$ cat config.mk
export PLATFORM = sky130hd
export DESIGN_NAME = ice51_uart
export DESIGN_NICKNAME = d
export VERILOG_FILES = /design/src/ice51_uart_pkg.sv /design/src/baud_timer.sv /design/src/ice51_uart.sv /design/src/uart_regs.sv /design/src/uart_rx.sv /design/src/uart_tx.sv
export VERILOG_INCLUDE_DIRS = /design/src
export SDC_FILE = /design/constraint.sdc
export NUM_CORES = 1
export LEC_CHECK = 0
export BUFFER_PORTS_ARGS = -buffer_cell sky130_fd_sc_hd__buf_2
export CORE_MARGIN = 1.5
export CORE_UTILIZATION = 40
export DETAILED_ROUTE_END_ITERATION = 7
export HOLD_SLACK_MARGIN = 0.15
export PLACE_DENSITY = 0.64
export SYNTH_ARGS = -nofsm -noshare
export SYNTH_HDL_FRONTEND = slang
export SYNTH_SLANG_ARGS = --single-unit
$ cat constraint.sdc
create_clock -name i_clk -period 2.55 [get_ports i_clk]
set_clock_uncertainty 0.15 [all_clocks]
set_input_delay 0 -clock i_clk [delete_from_list [all_inputs] [get_ports i_clk]]
set_output_delay 0 -clock i_clk [all_outputs]
set_load 0.1 [all_outputs]
$ cat src/ice51_uart_defs.svh
`ifndef ICE51_UART_DEFS_SVH
`define ICE51_UART_DEFS_SVH

// clock cycles counted per bit, bit period is one more
`define ICE51_SAMPLE 104

// host address width, same as dptr
`define ICE51_ADDR_W 16

////////////////////
// register map
`define ICE51_ADDR_TX_BUSY 16'h0200 // transmitter busy (rd)
`define ICE51_ADDR_TX_DATA 16'h0201 // transmit data (wr)
`define ICE51_ADDR_RX_PEND 16'h0202 // receive pending (rd)
`define ICE51_ADDR_RX_DATA 16'h0203 // receive data (rd, clears pending)

// start + 8 data + stop
`define ICE51_FRAME_BITS 10

`endif

$ cat src/ice51_uart_pkg.sv
package ice51_uart_pkg;

   // one byte on the serial line
   typedef logic [7:0] uart_byte_t;

   ////////////////////
   // receiver fsm
   // gray-ish order, idle -> start -> data -> stop wait
   typedef enum logic [1:0] {
      RX_IDLE  = 2'b00,
      RX_START = 2'b01, // waiting for mid start bit
      RX_DATA  = 2'b11, // sampling data bits
      RX_WAIT  = 2'b10  // stop bit wait
   } rx_state_e;

   ////////////////////
   // transmitter fsm
   typedef enum logic [1:0] {
      TX_IDLE  = 2'b00,
      TX_START = 2'b01, // line held low
      TX_SEND  = 2'b10  // data bits then stop
   } tx_state_e;

endpackage

$ cat src/baud_timer.sv
`timescale 1ns/100ps
`include "ice51_uart_defs.svh"

module baud_timer #(
   parameter int SAMPLE = `ICE51_SAMPLE
) (
   input  logic i_clk,
   input  logic i_nrst,
   input  logic i_restart,
   output logic o_half,
   output logic o_full
);

   localparam int CNT_W = $clog2(SAMPLE + 1);

   logic [CNT_W-1:0] count;
   logic [CNT_W-1:0] count_next;

   // ticks, one period is SAMPLE+1 cycles
   assign o_full = (count == CNT_W'(SAMPLE));
   assign o_half = (count == CNT_W'(SAMPLE / 2)); // start bit confirm point

   // wrap on restart or at the end of a bit
   always_comb begin
      if (i_restart || o_full) begin
         count_next = '0;
      end else begin
         count_next = count + 1'b1;
      end
   end

   always_ff @(posedge i_clk or negedge i_nrst) begin
      if (!i_nrst) begin
         count <= '0;
      end else begin
         count <= count_next;
      end
   end

endmodule

$ cat src/ice51_uart.sv
`timescale 1ns/100ps
`include "ice51_uart_defs.svh"

module ice51_uart #(
   parameter int SAMPLE = `ICE51_SAMPLE
) (
   input  logic                       i_clk,
   input  logic                       i_nrst,
   // serial lines
   input  logic                       i_uart_rx,
   output logic                       o_uart_tx,
   // host register port
   input  logic                       i_bus_valid,
   input  logic                       i_bus_write,
   input  logic [`ICE51_ADDR_W-1:0]   i_bus_addr,
   input  ice51_uart_pkg::uart_byte_t i_bus_wdata,
   output logic                       o_bus_ready,
   output ice51_uart_pkg::uart_byte_t o_bus_rdata
);
   import ice51_uart_pkg::*;

   logic       rx_valid;
   uart_byte_t rx_data;
   logic       tx_start;
   uart_byte_t tx_data;
   logic       tx_busy;

   uart_rx #(
      .SAMPLE (SAMPLE)
   ) u_rx (
      .i_clk      (i_clk),
      .i_nrst     (i_nrst),
      .i_uart_rx  (i_uart_rx),
      .o_rx_valid (rx_valid),
      .o_rx_data  (rx_data)
   );

   uart_tx #(
      .SAMPLE (SAMPLE)
   ) u_tx (
      .i_clk      (i_clk),
      .i_nrst     (i_nrst),
      .i_tx_start (tx_start),
      .i_tx_data  (tx_data),
      .o_tx_busy  (tx_busy),
      .o_uart_tx  (o_uart_tx)
   );

   uart_regs u_regs (
      .i_clk       (i_clk),
      .i_nrst      (i_nrst),
      .i_bus_valid (i_bus_valid),
      .i_bus_write (i_bus_write),
      .i_bus_addr  (i_bus_addr),
      .i_bus_wdata (i_bus_wdata),
      .o_bus_ready (o_bus_ready),
      .o_bus_rdata (o_bus_rdata),
      .i_rx_valid  (rx_valid),
      .i_rx_data   (rx_data),
      .o_tx_start  (tx_start),
      .o_tx_data   (tx_data),
      .i_tx_busy   (tx_busy)
   );

endmodule

$ cat src/uart_regs.sv
`timescale 1ns/100ps
`include "ice51_uart_defs.svh"

module uart_regs (
   input  logic                       i_clk,
   input  logic                       i_nrst,
   // host side
   input  logic                       i_bus_valid,
   input  logic                       i_bus_write,
   input  logic [`ICE51_ADDR_W-1:0]   i_bus_addr,
   input  ice51_uart_pkg::uart_byte_t i_bus_wdata,
   output logic                       o_bus_ready,
   output ice51_uart_pkg::uart_byte_t o_bus_rdata,
   // receiver
   input  logic                       i_rx_valid,
   input  ice51_uart_pkg::uart_byte_t i_rx_data,
   // transmitter
   output logic                       o_tx_start,
   output ice51_uart_pkg::uart_byte_t o_tx_data,
   input  logic                       i_tx_busy
);
   import ice51_uart_pkg::*;

   logic       hit_tx_busy;
   logic       hit_tx_data;
   logic       hit_rx_pend;
   logic       hit_rx_data;
   logic       tx_wr_req;
   logic       xfer;
   logic       rx_data_rd;
   logic       rx_accept;
   logic       rx_pending;
   uart_byte_t rx_buf;

   ////////////////////
   // address decode
   assign hit_tx_busy = (i_bus_addr == `ICE51_ADDR_TX_BUSY);
   assign hit_tx_data = (i_bus_addr == `ICE51_ADDR_TX_DATA);
   assign hit_rx_pend = (i_bus_addr == `ICE51_ADDR_RX_PEND);
   assign hit_rx_data = (i_bus_addr == `ICE51_ADDR_RX_DATA);

   // back-pressure only for a data write while a frame is going out
   assign tx_wr_req   = i_bus_valid && i_bus_write && hit_tx_data;
   assign o_bus_ready = !(tx_wr_req && i_tx_busy);
   assign xfer        = i_bus_valid && o_bus_ready;

   ////////////////////
   // transmit launch, busy is low whenever this fires
   assign o_tx_start = xfer && i_bus_write && hit_tx_data;
   assign o_tx_data  = i_bus_wdata;

   ////////////////////
   // receive buffer
   assign rx_data_rd = xfer && !i_bus_write && hit_rx_data;
   assign rx_accept  = i_rx_valid && !rx_pending; // dropped if not read yet

   always_ff @(posedge i_clk) begin
      if (rx_accept) begin
         rx_buf <= i_rx_data;
      end
   end

   always_ff @(posedge i_clk or negedge i_nrst) begin
      if (!i_nrst) begin
         rx_pending <= 1'b0;
      end else if (rx_pending) begin
         rx_pending <= !rx_data_rd; // cleared by the data read
      end else begin
         rx_pending <= rx_accept;
      end
   end

   // read mux, unmapped reads give zero
   always_comb begin
      if (hit_tx_busy) begin
         o_bus_rdata = {7'd0, i_tx_busy};
      end else if (hit_rx_pend) begin
         o_bus_rdata = {7'd0, rx_pending};
      end else if (hit_rx_data) begin
         o_bus_rdata = rx_buf;
      end else begin
         o_bus_rdata = '0;
      end
   end

endmodule

$ cat src/uart_rx.sv
`timescale 1ns/100ps
`include "ice51_uart_defs.svh"

module uart_rx #(
   parameter int SAMPLE = `ICE51_SAMPLE
) (
   input  logic                       i_clk,
   input  logic                       i_nrst,
   input  logic                       i_uart_rx,
   output logic                       o_rx_valid,
   output ice51_uart_pkg::uart_byte_t o_rx_data
);
   import ice51_uart_pkg::*;

   localparam uart_byte_t MARKER = 8'h80; // walks down to bit 0

   logic       rx_meta;
   logic       rx_sync;
   rx_state_e  state;
   rx_state_e  state_next;
   uart_byte_t shift;
   logic       restart;
   logic       half_tick;
   logic       full_tick;
   logic       start_seen;
   logic       rx_done;

   ////////////////////
   // line resync, idles high
   always_ff @(posedge i_clk or negedge i_nrst) begin
      if (!i_nrst) begin
         rx_meta <= 1'b1;
         rx_sync <= 1'b1;
      end else begin
         rx_meta <= i_uart_rx;
         rx_sync <= rx_meta;
      end
   end

   baud_timer #(
      .SAMPLE (SAMPLE)
   ) u_timer (
      .i_clk     (i_clk),
      .i_nrst    (i_nrst),
      .i_restart (restart),
      .o_half    (half_tick),
      .o_full    (full_tick)
   );

   assign start_seen = (state == RX_IDLE) && !rx_sync;
   assign rx_done    = (state == RX_WAIT) && full_tick;

   // timer held at zero in idle, realigned at mid start and after each bit
   assign restart = (state == RX_IDLE) ||
                    ((state == RX_START) && half_tick) ||
                    ((state == RX_DATA) && full_tick);

   ////////////////////
   // receive fsm
   always_comb begin
      state_next = state;
      case (state)
         RX_IDLE:  if (start_seen) state_next = RX_START;
         RX_START: if (half_tick) state_next = rx_sync ? RX_IDLE : RX_DATA; // glitch check
         RX_DATA:  if (full_tick && shift[0]) state_next = RX_WAIT; // marker at bit 0
         RX_WAIT:  if (full_tick) state_next = RX_IDLE;
         default:  state_next = RX_IDLE;
      endcase
   end

   always_ff @(posedge i_clk or negedge i_nrst) begin
      if (!i_nrst) begin
         state <= RX_IDLE;
      end else begin
         state <= state_next;
      end
   end

   // data enters from the top, lsb first on the line
   always_ff @(posedge i_clk) begin
      if (start_seen) begin
         shift <= MARKER;
      end else if ((state == RX_DATA) && full_tick) begin
         shift <= {rx_sync, shift[7:1]};
      end
   end

   always_ff @(posedge i_clk or negedge i_nrst) begin
      if (!i_nrst) begin
         o_rx_valid <= 1'b0;
      end else begin
         o_rx_valid <= rx_done; // end of stop wait
      end
   end

   assign o_rx_data = shift; // held through the valid cycle

endmodule

$ cat src/uart_tx.sv
`timescale 1ns/100ps
`include "ice51_uart_defs.svh"

module uart_tx #(
   parameter int SAMPLE = `ICE51_SAMPLE
) (
   input  logic                       i_clk,
   input  logic                       i_nrst,
   input  logic                       i_tx_start,
   input  ice51_uart_pkg::uart_byte_t i_tx_data,
   output logic                       o_tx_busy,
   output logic                       o_uart_tx
);
   import ice51_uart_pkg::*;

   tx_state_e  state;
   tx_state_e  state_next;
   uart_byte_t shift;
   logic [3:0] bit_cnt;
   logic [3:0] bit_cnt_inc;
   logic       idle;
   logic       full_tick;
   logic       frame_done;

   assign idle = (state == TX_IDLE);

   // timer sits at zero until a frame starts
   baud_timer #(
      .SAMPLE (SAMPLE)
   ) u_timer (
      .i_clk     (i_clk),
      .i_nrst    (i_nrst),
      .i_restart (idle),
      .o_half    (),
      .o_full    (full_tick)
   );

   ////////////////////
   // bit slot counter
   assign bit_cnt_inc = bit_cnt + 4'd1;
   assign frame_done  = (state == TX_SEND) && full_tick &&
                        (bit_cnt_inc == 4'(`ICE51_FRAME_BITS));

   always_ff @(posedge i_clk or negedge i_nrst) begin
      if (!i_nrst) begin
         bit_cnt <= 4'd0;
      end else if (idle || frame_done) begin
         bit_cnt <= 4'd0;
      end else if (full_tick) begin
         bit_cnt <= bit_cnt_inc; // counts start bit too
      end
   end

   ////////////////////
   // transmit fsm
   always_comb begin
      state_next = state;
      case (state)
         TX_IDLE:  if (i_tx_start) state_next = TX_START;
         TX_START: if (full_tick) state_next = TX_SEND;
         TX_SEND:  if (frame_done) state_next = TX_IDLE;
         default:  state_next = TX_IDLE;
      endcase
   end

   always_ff @(posedge i_clk or negedge i_nrst) begin
      if (!i_nrst) begin
         state <= TX_IDLE;
      end else begin
         state <= state_next;
      end
   end

   // ones fill from the top so the last slot is the stop bit
   always_ff @(posedge i_clk) begin
      if (idle && i_tx_start) begin
         shift <= i_tx_data;
      end else if ((state == TX_SEND) && full_tick) begin
         shift <= {1'b1, shift[7:1]};
      end
   end

   always_comb begin
      case (state)
         TX_START: o_uart_tx = 1'b0;
         TX_SEND:  o_uart_tx = shift[0];
         default:  o_uart_tx = 1'b1; // idle line
      endcase
   end

   assign o_tx_busy = !idle;

endmodule
==> impl_metrics.json, run 1 <==
{
  "status": "finished, final reports clean",
  "design.die.area_um2": 6330,
  "dr.pass1.iters": 4,
  "numClockSinks": 50,
  "antenna_left": 0,
  "multiInputGateArea_um2": 996,
  "fill_cells": 512,
  "setup_viol": 0,
  "groute.usage.overall_pct": 14.5,
  "vdd_drop_max_v": 0.000441,
  "crit_buf_inv": 1,
  "syn2layout_area_growth_pct": 24.8,
  "cts_tree": "done",
  "critPathRequiredTime_ns": 2.45,
  "hold_class": "in2reg",
  "clk_latency_ns": 0.30,
  "cts-root-buf": "clkbuf_8",
  "detail_route.wl_per_cell_um": 12.7,
  "fin_crit_sh_pct": 87.6,
  "routed_wl_mm": 4.35,
  "drt_iter0_drc": 62,
  "start_util_pct": 42.1,
  "setup.worst_path.class": "reg2reg",
  "finalWeightedCongestion": 0.747,
  "cp.arrival_ns": 2.13,
  "syn_area_per_cell_um2": 11.3,
  "dp.cells": 316,
  "wl_met1_mm": 2.07,
  "grt_max_degree": 25,
  "antenna_cells": 0,
  "numCtsBuffers": 5,
  "yosys_warnings": 0,
  "coreArea_um2": 5570,
  "critical_path.max_fanout": 8,
  "grt_pass1_wl_mm": 7.18,
  "maxCapViolCount": 0,
  "cp_slowest_cell": "dlygate4sd3_1",
  "die_h_um": 79.6,
  "cts_resized": 0,
  "crit_family": "simple AND/OR/NAND/NOR gates",
  "ys_seq_area_share_pct": 55.1,
  "die_w_um": 79.6,
  "grt_pass1_vias": 1637,
  "leakage_uw": 0.00125,
  "synthDistinctLibCells": 44,
  "ys_ff_latch": 50,
  "syn_nets": 242,
  "period_needed_ns": 2.23,
  "finalNonFillerCells": 343,
  "cts_max_level": 2,
  "route.met3.wl_um": 130,
  "final-max-slew-violation-count": 0,
  "post-route-util_pct": 52.5,
  "layout-drive-gt1-share_pct": 24.0,
  "syn_area_um2": 2350,
  "crit_chain": "nor2_1, nand4_1, or4_1, dlygate4sd3_1",
  "fin_area_um2": 2930,
  "viasPerCell": 4.85,
  "drc_errors": 0,
  "final_nets": 305,
  "final-seq-area_um2": 1290,
  "cp-start-kind": "flop",
  "post-dp-hpwl_mm": 3.03,
  "slew_headroom_pct": 43.2,
  "highest_layer": "met4",
  "syn_inst": 207,
  "grt-ovfl-total": 0,
  "placementRows": 27,
  "p_per_area_nw_per_um2": 497,
  "io_pins": 39,
  "fin_setup_tns_ns": 0,
  "hold_violations": 0,
  "reg2reg_slack_ns": 0.32,
  "place_area_um2": 2610,
  "cts_buffer_depth": 2,
  "timing.hold.ws_ns": 0.191,
  "numPortBuffers": 38,
  "antenna_found_initial": 0,
  "path_clk_slew_ns": 0.09,
  "vias": 1663,
  "critPathCaptureType": "flop",
  "max_freq_ghz": 0.448,
  "max_stage_delay_ns": 0.56,
  "wl_met2_mm": 2.13,
  "rsz0062_at_grt": "no",
  "tightest_slew_ns": 0.846
}
metrics by stage:
stage	total power, uW	worst slack (ns)
6_report	1460	0.317
3_3_place_gp	885	0.565
3_5_place_dp	885	0.532
5_1_grt	1510	0.213
2_1_floorplan	849	0.00381
4_1_cts	1470	0.322
flip-flops by register name (all words and copies together), names as in the netlist:
name                cells
u_regs.rx_buf           8
u_rx.o_rx_data          8
u_tx.shift              8
u_rx.u_timer.count      7
u_tx.u_timer.count      7
u_tx.bit_cnt            4
u_rx.state              2
u_tx.state              2
u_regs.rx_pending       1
u_rx.o_rx_valid         1
u_rx.rx_meta            1
u_rx.rx_sync            1
per-layer routing:
metal	global-route usage [%]	vias to the layer above
li1	-	852
met1	17.9	788
met2	25.3	21
met3	3.66	2
met4	3.68	0
met5	0	-
area by class of cell:
type	instances	area share, %
sequential	50	44.2
timing repair buffer	58	13.6
clock buffer	5	2.35
multi-input combinational	146	34.0
inverter	9	1.15
tap	72	3.08
clock inverter	3	1.62
placed cells by master (no fill, tap or decap), types with 2 or more instances in the layout:
cell type,Yosys,layout
nor4_1,2,2
nand3_1,10,10
ha_1,6,6
mux2i_1,8,8
nand4_1,3,3
clkbuf_8,0,5
inv_1,9,9
mux2_2,7,7
nor3_1,2,2
or2_2,2,2
buf_2,0,38
nor2_1,35,35
dlygate4sd3_1,0,18
dfxtp_1,8,8
dfstp_2,2,2
dfrtp_1,24,24
nor3_4,2,2
a211o_1,2,2
nand2_1,13,13
a21oi_1,4,4
and2_1,9,9
xnor2_1,4,4
or3_1,2,2
xor2_1,9,9
o22ai_1,2,2
edfxtp_1,16,16
nor2b_1,3,3
and3_1,3,3
synth_stat cells:
| cell type | instances | share of area [%] |
|---|---|---|
| nor2_1 | 35 | 5.6 |
| nor4_1 | 2 | 0.53 |
| nand4b_1 | 1 | 0.37 |
| nor3_1 | 2 | 0.43 |
| o32ai_1 | 1 | 0.37 |
| nand3_1 | 10 | 2.1 |
| nor3_4 | 2 | 1.4 |
| or4_1 | 1 | 0.32 |
| nand4bb_1 | 1 | 0.48 |
| a31oi_1 | 1 | 0.27 |
| o31ai_1 | 1 | 0.32 |
| nor4b_1 | 1 | 0.37 |
| and3b_1 | 1 | 0.37 |
| buf_6 | 2 | 0.96 |
| nor4b_4 | 1 | 1.0 |
| dfrtp_1 | 24 | 26 |
| o41a_1 | 1 | 0.48 |
| nand4b_2 | 1 | 0.64 |
| nand3b_1 | 1 | 0.32 |
| dfxtp_1 | 8 | 6.8 |
| or3b_2 | 1 | 0.37 |
| nand2b_1 | 1 | 0.27 |
| and4b_1 | 1 | 0.43 |
| o21bai_1 | 1 | 0.32 |
| o21ai_1 | 1 | 0.21 |
| nor4_2 | 1 | 0.53 |
| and3_1 | 3 | 0.80 |
| inv_1 | 9 | 1.4 |
| or3_1 | 2 | 0.53 |
| dfstp_2 | 2 | 2.2 |
| xnor2_1 | 4 | 1.5 |
| nor2b_1 | 3 | 0.80 |
| or2_2 | 2 | 0.53 |
| nand2_1 | 13 | 2.1 |
| nand4_1 | 3 | 0.80 |
| o22ai_1 | 2 | 0.53 |
| xor2_1 | 9 | 3.4 |
| a21oi_1 | 4 | 0.85 |
| ha_1 | 6 | 3.2 |
| mux2i_1 | 8 | 3.4 |
| and2_1 | 9 | 2.4 |
| a211o_1 | 2 | 0.75 |
| mux2_2 | 7 | 3.4 |
| edfxtp_1 | 16 | 20 |
kinds of logic after synthesis:
logic type | after synthesis | synth area share (%)
compound gates | 14 | 4.11
xor+xnor | 13 | 4.85
fa+ha+maj | 6 | 3.20
buf+inv | 11 | 2.40
flops | 50 | 55.1
mux | 15 | 6.77
simple gates | 98 | 23.5
power by group:
| group | total [uW] | internal [uW] | switching [uW] |
|---|---|---|---|
| logic | 63.7 | 37.0 | 26.7 |
| clock network | 568 | 298 | 270 |
| registers | 825 | 824 | 0.906 |
path summary, 6_finish.rpt:
check,from,endpoint,cells after the start
worst min-delay path,i_uart_rx,u_rx.rx_meta,2
worst min register to register,u_rx.rx_meta,u_rx.rx_sync,0
worst max register to register,u_tx.state[1],u_tx.shift[7],4
worst max-delay path,u_tx.state[1],u_tx.shift[7],4
min in group asynchronous,i_nrst,u_rx.rx_sync,3
max in group asynchronous,i_nrst,u_regs.rx_pending,4
timing repair:
action / in CTS / in global routing
buffers inserted: 0 / 0
endpoints found under the hold margin: 37 / 0
hold buffers: 19 / 0
No activity file was read; power rests on OpenSTA's default activity.
==> inputs of run 2 (changes only) <==
--- a/config.mk
+++ b/config.mk
@@ -6,8 +6,8 @@
 export SDC_FILE = /design/constraint.sdc
 export NUM_CORES = 1
 export LEC_CHECK = 0
+export ABC_CLOCK_PERIOD_IN_PS = 2550
 export BUFFER_PORTS_ARGS = -buffer_cell sky130_fd_sc_hd__buf_2
-export CORE_MARGIN = 1.5
 export CORE_UTILIZATION = 40
 export DETAILED_ROUTE_END_ITERATION = 7
 export HOLD_SLACK_MARGIN = 0.15
==> run 2 against run 1 <==
  * Via count rose by 0.36%
  * Global-route usage up 0.49 points
  * Clock-buffer cell count did not move
==> impl_metrics.json, run 2 (synthesis gave the netlist of run 1 again) <==
{
  "drc_errors": 0,
  "cts_tree": "done",
  "critPathCaptureType": "flop",
  "max_freq_ghz": 0.445,
  "cts_max_level": 2,
  "grt-ovfl-total": 0,
  "start_util_pct": 42.1,
  "cp-startpoint": "u_tx.state[1]",
  "viasPerCell": 4.87,
  "design.die.area_um2": 6180,
  "grt_pass1_wl_mm": 7.13,
  "clk_latency_ns": 0.30,
  "cts_resized": 0,
  "detail_route.wl_per_cell_um": 12.2,
  "final_nets": 305,
  "grt_max_degree": 25,
  "final-max-slew-violation-count": 0,
  "groute.usage.overall_pct": 15.0,
  "final_cell_mix": "buf_2 (38), nor2_1 (35), dfrtp_1 (24)",
  "status": "finished, final reports clean",
  "die_w_um": 78.6,
  "maxCapViolCount": 0,
  "p_per_area_nw_per_um2": 470,
  "fin_crit_sh_pct": 88.1,
  "tightest_slew_ns": 0.747,
  "crit_family": "simple AND/OR/NAND/NOR gates",
  "layout-drive-gt1-share_pct": 24.0,
  "vias": 1669,
  "reg2reg_slack_ns": 0.30,
  "routed_wl_mm": 4.19,
  "layout_setup_ws_ns": 0.304,
  "setup.worst_path.end": "u_tx.shift[7]",
  "setup_viol": 0,
  "layout_commonest_cell": "buf_2",
  "syn2layout_area_growth_pct": 23.9,
  "cp.arrival_ns": 2.15,
  "cts_buffer_depth": 2,
  "numCtsBuffers": 5,
  "path_depth": 4,
  "die_h_um": 78.6,
  "numPortBuffers": 38,
  "cts-root-buf": "clkbuf_8",
  "drt_iter0_drc": 96,
  "rsz0062_at_grt": "no",
  "reg2reg_depth": 4,
  "antenna_left": 0,
  "coreArea_um2": 5570,
  "leakage_uw": 0.00124,
  "post-dp-hpwl_mm": 2.94,
  "slew_headroom_pct": 49.8,
  "period_needed_ns": 2.25,
  "io_pins": 39,
  "r2r_start": "u_tx.state[1]",
  "grt_pass1_vias": 1608,
  "dr.pass1.iters": 4,
  "critical_path.max_fanout": 8,
  "max_stage_delay_ns": 0.57,
  "numClockSinks": 50,
  "critPathRequiredTime_ns": 2.46,
  "vdd_drop_max_v": 0.000458,
  "antenna_found_initial": 0,
  "placementRows": 27,
  "pre_cts_ws_ns": 0.529,
  "path_clk_slew_ns": 0.09,
  "fin_setup_tns_ns": 0,
  "hold_class": "in2reg",
  "antenna_cells": 0,
  "reg2reg_to": "u_tx.shift[7]",
  "crit_buf_inv": 1,
  "setup.worst_path.class": "reg2reg",
  "holdBufCountCts": 19,
  "hold_violations": 0,
  "cts_setup_buffers": 0,
  "crit_chain": "nor2_1, nand4_1, or4_1, dlygate4sd3_1",
  "cp_slowest_cell": "dlygate4sd3_1",
  "finalWeightedCongestion": 0.758,
  "cp-start-kind": "flop"
}
run 2: cell types whose count changed in the layout (fill, tap and decap cells not counted), sizes merged:
cell / previous run / this run
inv: 10 / 11
bufinv: 1 / 0
run 2: how the worst min path moves through the flow:
stage,slack (ns),cells after the start,startpoint,endpoint
CTS,0.17,2,i_uart_rx,u_rx.rx_meta
global placement,-0.13,1,i_nrst,u_tx.bit_cnt[2]
global route,0.17,2,i_uart_rx,u_rx.rx_meta
floorplan,-0.45,0,i_nrst,u_regs.rx_pending
detailed placement,-0.11,1,i_nrst,u_tx.bit_cnt[2]
finish,0.19,2,i_uart_rx,u_rx.rx_meta
run 2: per-stage QoR:
step | power [uW] | hold WS, ns | utilization (%) | cell area [um^2] | cells
global placement | 884 | -0.125 | 46.8 | 2610 | 316
finish | 1370 | 0.185 | 52.1 | 2910 | 343
CTS | 1390 | 0.173 | 52.1 | 2910 | 343
global route | 1430 | 0.171 | 52.1 | 2910 | 343
floorplan | 849 | -0.446 | - | 2350 | 207
detailed placement | 885 | -0.113 | 46.8 | 2610 | 316
run 2: cell type report:
| type | count | area [um^2] |
|---|---|---|
| clock buffer | 5 | 68.8 |
| tap | 72 | 90.1 |
| clock inverter | 3 | 26.3 |
| sequential | 50 | 1290 |
| inverter | 9 | 33.8 |
| multi-input combinational | 146 | 996 |
| timing repair buffer | 58 | 398 |
| fill | 507 | 2670 |
run 2: layer usage:
layer	GRT usage [%]	vias to the layer above	wire (um)
met4	3.15	0	0
met1	18.9	790	1980
li1	-	853	-
met2	25.0	26	2050
met5	0	-	0
met3	5.12	0	153
run 2: power breakdown:
part / internal [uW] / leakage, uW / switching, uW / total, uW
Combinational: 37.0 / 0.000614 / 26.2 / 63.2
Sequential: 824 / 0.000575 / 0.856 / 825
Clock: 202 / 0.0000491 / 276 / 478
Total: 1060 / 0.00124 / 303 / 1370
